## config.mk

```make
export PLATFORM = sky130hd
export DESIGN_NAME = cpu_rf
export DESIGN_NICKNAME = d
export VERILOG_FILES = /design/src/hw/cpu_pkg.sv /design/src/hw/cpu_rf.sv
export SDC_FILE = /design/constraint.sdc
export NUM_CORES = 2
export LEC_CHECK = 0
export ABC_AREA = 0
export BUFFER_PORTS_ARGS = -buffer_cell sky130_fd_sc_hd__buf_2
export CAP_MARGIN = 20
export CORE_MARGIN = 1
export CORE_UTILIZATION = 35
export CTS_CLUSTER_DIAMETER = 40
export DETAILED_ROUTE_END_ITERATION = 8
export GPL_TIMING_DRIVEN = 0
export HOLD_SLACK_MARGIN = 0.03
export PLACE_DENSITY_LB_ADDON = 0.3
export SLEW_MARGIN = 5
export SYNTH_ARGS = -nofsm -noshare
export SYNTH_HDL_FRONTEND = slang
export SYNTH_SLANG_ARGS = --single-unit
```

## constraint.sdc

```tcl
create_clock -name clk -period 1.7 [get_ports clk]
set_clock_uncertainty 0.1 [all_clocks]
set_input_delay 0 -clock clk [delete_from_list [all_inputs] [get_ports clk]]
set_output_delay 0 -clock clk [all_outputs]
set_load 0.02 [all_outputs]
```

## src/hw/cpu_pkg.sv

```systemverilog
// shared datapath types for the pipeline back end
// ALU function codes, ALU control codes, writeback source codes
`default_nettype none

package cpu_pkg;

	typedef logic [31:0] word_t;     // datapath word
	typedef logic [4:0]  reg_addr_t; // register number
	typedef logic [5:0]  func_t;     // ALU function or control code
	typedef logic [4:0]  shamt_t;    // shift amount
	typedef logic [25:0] jidx_t;     // jump index field
	typedef logic [1:0]  wb_src_t;   // writeback source
	typedef logic [1:0]  drw_t;      // bit 0 store, bit 1 load

	// **************************************************
	// ALU function codes
	localparam func_t FN_SLL   = 6'h00;
	localparam func_t FN_SLLV  = 6'h01;
	localparam func_t FN_SRL   = 6'h02;
	localparam func_t FN_SRLV  = 6'h03;
	localparam func_t FN_NE    = 6'h04;
	localparam func_t FN_EQ    = 6'h05;
	localparam func_t FN_MULLO = 6'h10;
	localparam func_t FN_MULHI = 6'h11;
	localparam func_t FN_ADD   = 6'h21;
	localparam func_t FN_SUB   = 6'h23;
	localparam func_t FN_AND   = 6'h24;
	localparam func_t FN_OR    = 6'h25;
	localparam func_t FN_NOR   = 6'h27;
	localparam func_t FN_SLT   = 6'h2a;
	localparam func_t FN_SLTU  = 6'h2b;

	// **************************************************
	// ALU control codes, taken from the opcode
	localparam func_t AC_RTYPE = 6'h00; // use the function field
	localparam func_t AC_BEQ   = 6'h04;
	localparam func_t AC_BNE   = 6'h05;
	localparam func_t AC_ADDI  = 6'h08;
	localparam func_t AC_ADDIU = 6'h09;
	localparam func_t AC_SLTI  = 6'h0a;
	localparam func_t AC_SLTIU = 6'h0b;
	localparam func_t AC_ANDI  = 6'h0c;
	localparam func_t AC_ORI   = 6'h0d;
	localparam func_t AC_LUI   = 6'h0f;
	localparam func_t AC_LW    = 6'h23;
	localparam func_t AC_SW    = 6'h2b;

	localparam wb_src_t WB_ALU  = 2'd0;
	localparam wb_src_t WB_MEM  = 2'd1;
	localparam wb_src_t WB_LINK = 2'd2; // return address of jal

endpackage

`default_nettype wire

```

## src/hw/cpu_rf.sv

```systemverilog
// 32 entry register file, two asynchronous read ports, one write port
`default_nettype none

module cpu_rf (
	input  wire logic               clk,
	input  wire logic               arst_n,
	input  wire logic               stall,
	input  wire cpu_pkg::reg_addr_t rs,
	input  wire cpu_pkg::reg_addr_t rt,
	output cpu_pkg::word_t          rdata_a,
	output cpu_pkg::word_t          rdata_b,
	input  wire logic               we,
	input  wire cpu_pkg::reg_addr_t waddr,
	input  wire cpu_pkg::word_t     wdata
);

	cpu_pkg::word_t regs [32];

	always_ff @(posedge clk or negedge arst_n) begin
		if (!arst_n) begin
			for (int i = 0; i < 32; i++) begin
				regs[i] <= '0;
			end
		end else if (we && !stall && waddr != '0) begin
			regs[waddr] <= wdata;
		end
	end

	// r0 is hardwired
	assign rdata_a = (rs == '0) ? '0 : regs[rs];
	assign rdata_b = (rt == '0) ? '0 : regs[rt];

endmodule

`default_nettype wire

```

# Yosys cells after proc, flatten, opt, wreduce, memory -nomap -nowiden
# Index checks and enable logic that the tools add are counted.
[word_totals]
ff_bits = 1024
input_bits = 51
out_inout_bits = 64
wordCells = 57
[classes]
order_cmp = 4
n_reduce_logical = 7
bitwise = 3
muxes = 11
[op_table]
columns = ["operator", "n"]
rows = [
  ["$bwmux 1024", 1],
  ["$bmux 32 s5", 2],
  ["$mux 32", 7],
  ["$demux 32 s5", 1],
  ["$ge 6x6->1 const B", 3],
  ["$not 5->6", 3],
  ["$logic_not 5->1", 2],
  ["$lt 6x1->1 const B", 1],
  ["$reduce_bool 5->1", 1],
  ["$logic_and 1x1->1", 3],
  ["$logic_not 1->1", 1],
]

# Depth between registers and ports, before layout
[logic_depth]
depth_word = 6
mapped_depth = 7

# Worst setup path after synthesis
# OpenSTA, ideal clock, no wires.
[synth_timing]
kind = "input port to output port"
from = "input rt[1]"
to = "output rdata_b[28]"
path_stages = 7
slack_ns = -0.066
t_arrival_ns = 1.666
n_path_buf = 3
path_cell_list = "buf_4 > buf_6 > nor2b_1 > clkbuf_1 > a221oi_1 > o21ai_0 > a311oi_1"
[synth_between]
elab_chain_cells = 5
word_cells_on_any_way = 6
cone_classes = "mux: 4; bitwise: 1; reduce/logical: 1"
[synth_rtl]
columns = ["item", "line", "rtl"]
rows = [
  ["start, declared", "cpu_rf.sv:9", "input wire cpu_pkg::reg_addr_t rt,"],
  ["$not 5->6 (not written as such)", "cpu_rf.sv:31", "assign rdata_b = (rt == '0) ? '0 : regs[rt];"],
  ["$bmux 32 s5", "cpu_rf.sv:31", ""],
  ["$mux 32 (not written as such) (2 in a row)", "cpu_rf.sv:31", ""],
  ["$mux 32 (*)", "cpu_rf.sv:31", ""],
  ["end, declared", "cpu_rf.sv:11", "output cpu_pkg::word_t rdata_b,"],
]
# Every way passes the cells marked *; elsewhere a longest branch is shown, timed or not. The select of a mux whose other input is x is not followed.

# Worst setup path after layout
[layout_timing]
from = "input rt[4]"
to = "output rdata_b[9]"
# The elaborated chain is that of the path after synthesis.

==> flow_summary.json <==
{
  "syn_inst": 3625,
  "hold_viol": 319,
  "drv_slew": 0,
  "synth-compound-area-share": 0.04837,
  "yosysWarnings": 0,
  "critPathKind": "in -> out",
  "dpl.cell_count": 5796,
  "first_iter_violations": 4708,
  "peakVddDrop_uv": 968.8,
  "cp.required_ps": 1600,
  "final_cells": 6222,
  "layout_common_cells": "dfrtp_1 (1023), mux2_2 (961), mux4_2 (448), clkbuf_1 (179), clkbuf_16 (177)",
  "drive_gt1_frac": 0.6082,
  "die_x_um": 397.1,
  "core_um2": 154600,
  "holdWs_ps": -763.8,
  "viasPerCell": 6.305,
  "synth_xor_xnor_area_share": 0,
  "nets": 4087,
  "synth_top_family_by_area": "multiplexers",
  "initial_utilization": 0.3534,
  "pwr-share-comb": 0.169,
  "synth_top_area_share": 0.4690,
  "total_leakage_power_nw": 29.97,
  "drtPass1Iterations": 7,
  "clk_pin_slew_ps": 50,
  "final-seq-area_um2": 25630,
  "place_hpwl_mm": 150.9,
  "area_delta_synth_final_pct": 25.58,
  "violations": "DRC, hold timing, setup timing",
  "largestRegisters": "regs (1024)",
  "crit_arrival_ps": 2640,
  "outcome": "complete, but fails checks",
  "ys_ff_latch": 1024,
  "fillCellCount": 13890,
  "synth_top_cell_by_area": "dfrtp_1",
  "fin_crit_ps": 2739,
  "cts_tree": "done",
  "root_buffer": "clkbuf_16",
  "synthMuxAreaShare": 0.4279,
  "grt_overflow": 0,
  "rsz0062_at_grt": "true",
  "gp_routability_congestion": 0.9464,
  "wire_per_inst_um": 36.59,
  "power_frac_seq": 0.369,
  "ant_nets": 0,
  "tns_ps": -161320,
  "worst_slack_ps": -1039,
  "worstMarginPinSlew_ps": 1275,
  "relSlewSlack": 0.1497,
  "postLayoutCellArea_um2": 68610,
  "synthesis.area_um2": 54630,
  "cp-end-kind": "output port",
  "clock-sinks": 1024,
  "hold_class": "in -> async",
  "setup_viol": 755,
  "cp_max_fo": 10,
  "clk_path_buf_depth": 3,
  "vias": 39230,
  "die_h_um": 397.1,
  "dieArea_um2": 157700,
  "ys_seq_area_frac": 0.4690,
  "layout_commonest_cell": "dfrtp_1",
  "multi_input_area_um2": 29450,
  "drc": 4,
  "num_io_pins": 115,
  "switching_share": 0.2785,
  "antenna_found_initial": 7,
  "pwr-share-clk": 0.462,
  "routed_wl_mm": 227.7,
  "clk_latency_ps": 810,
  "row_count": 144,
  "grt_pass1_wl_mm": 315.4,
  "switchingPower_w": 0.02254,
  "power_density_nw_per_um2": 1180,
  "syn_nets": 3676,
  "synth_area_per_cell_um2": 15.07,
  "top_register": "regs",
  "synth.area.top_cells": "dfrtp_1 (47%), mux2_2 (21%), mux4_2 (18%)",
  "start_kind": "primary input",
  "grt_usage": 0.2880,
  "cap_violations": 0,
  "place_area_um2": 58550,
  "grt_pass1_vias": 39660,
  "portBuffers": 106,
  "numCtsBuffers": 174,
  "h-tree-depth": 4,
  "period_share": 1.611,
  "grt_max_degree": 153,
  "synthAdderAreaFrac": 0,
  "max_freq_mhz": 365.2,
  "intPower_w": 0.05841,
  "reg2regPathDepth": 3,
  "ys_types": 39,
  "largest_reg_flops": 1024,
  "synth-simple-area-share": 0.01695
}
[kinds of logic after synthesis]
family	after synthesis
AO/OA/AOI/OAI	368
AND/OR/NAND/NOR	167
buffers and inverters	434
multiplexers	1632
flip-flops	1024
[cell usage after synthesis (all sizes together)]
cell	number
or2	3
a311oi	64
and3	1
a22oi	64
nand2	42
clkbuf	223
inv	2
nor4	1
and2b	1
mux4	448
a221oi	48
nand2b	7
buf	209
nand3b	1
nor3	6
mux2i	128
nand3	6
nor3b	1
nand4	1
and2	3
mux2	1056
dfrtp	1024
or4	3
nor2	20
o21ai	112
a211oi	64
nor2b	70
o2111ai	16
or3	1
[power by group through the flow]
stage / logic [W] / registers, W / clock network (W)
3_3_place_gp: 0.0116 / 0.0300 / 0
2_1_floorplan: 0.00823 / 0.0293 / 0
5_1_grt: 0.0142 / 0.0302 / 0.0388
3_5_place_dp: 0.0119 / 0.0301 / 0
6_report: 0.0137 / 0.0299 / 0.0374
4_1_cts: 0.0131 / 0.0297 / 0.0376
[path summary, 6_finish.rpt]
path                                         from                      to  slack [ps]
setup reg to reg              regs[0]$_DFFE_PN0P_     regs[0]$_DFFE_PN0P_         170
min in group clk                               we    regs[64]$_DFFE_PN0P_          20
hold reg to reg            regs[1018]$_DFFE_PN0P_  regs[1018]$_DFFE_PN0P_         370
max in group asynchronous                  arst_n   regs[727]$_DFFE_PN0P_         310
setup / recovery                            rt[4]              rdata_b[9]       -1040
hold / removal                             arst_n   regs[997]$_DFFE_PN0P_        -760
[cell type report]
cell class | count | area share
diodes | 2 | 0.00007295
plain buffers | 427 | 0.03421
clock buffers | 215 | 0.06939
clock inverters | 101 | 0.02099
inverters | 2 | 0.0001094
multi-input cells | 2167 | 0.4292
flip-flops and latches | 1024 | 0.3735
well taps | 2044 | 0.03728
repair buffers | 240 | 0.03520
[metal layers]
metal  GRT usage  part of all wire
met1      0.3670              0.39
met2      0.4345              0.45
met3     0.08994              0.10
met4      0.1603             0.060
met5           0           0.00017
[worst max-delay path, cell delays in order]
cell      delay, ps
clkbuf_2        340
or2_2           180
clkbuf_1        430
or4_4           310
clkbuf_2        510
o21ai_1         160
a311oi_2        430
buf_2           250
[repair_timing]
item / in CTS / in global routing
hold endpoints to repair: 1405 / 397
setup endpoints to repair: 213 / 1206
setup buffers: 12 / 18
cloned: 3 / 1
hold buffers: 74 / 7
pin swaps: 110 / 79
gates resized for setup: 505 / 234
[stage by stage]
step	hold slack, ps	util	setup WS (ps)	power, W
after floorplan	-395.6	-	12.45	0.03753
after global placement	187.8	0.3759	-22740	0.04151
after detailed placement	-185.5	0.3787	-2085	0.04201
after CTS	-783.4	0.4371	-981.2	0.08049
after global routing	-745.0	0.4438	-1038	0.08322
final	-763.8	0.4438	-1039	0.08096
Note: power is estimated with default switching activity, not from simulation.
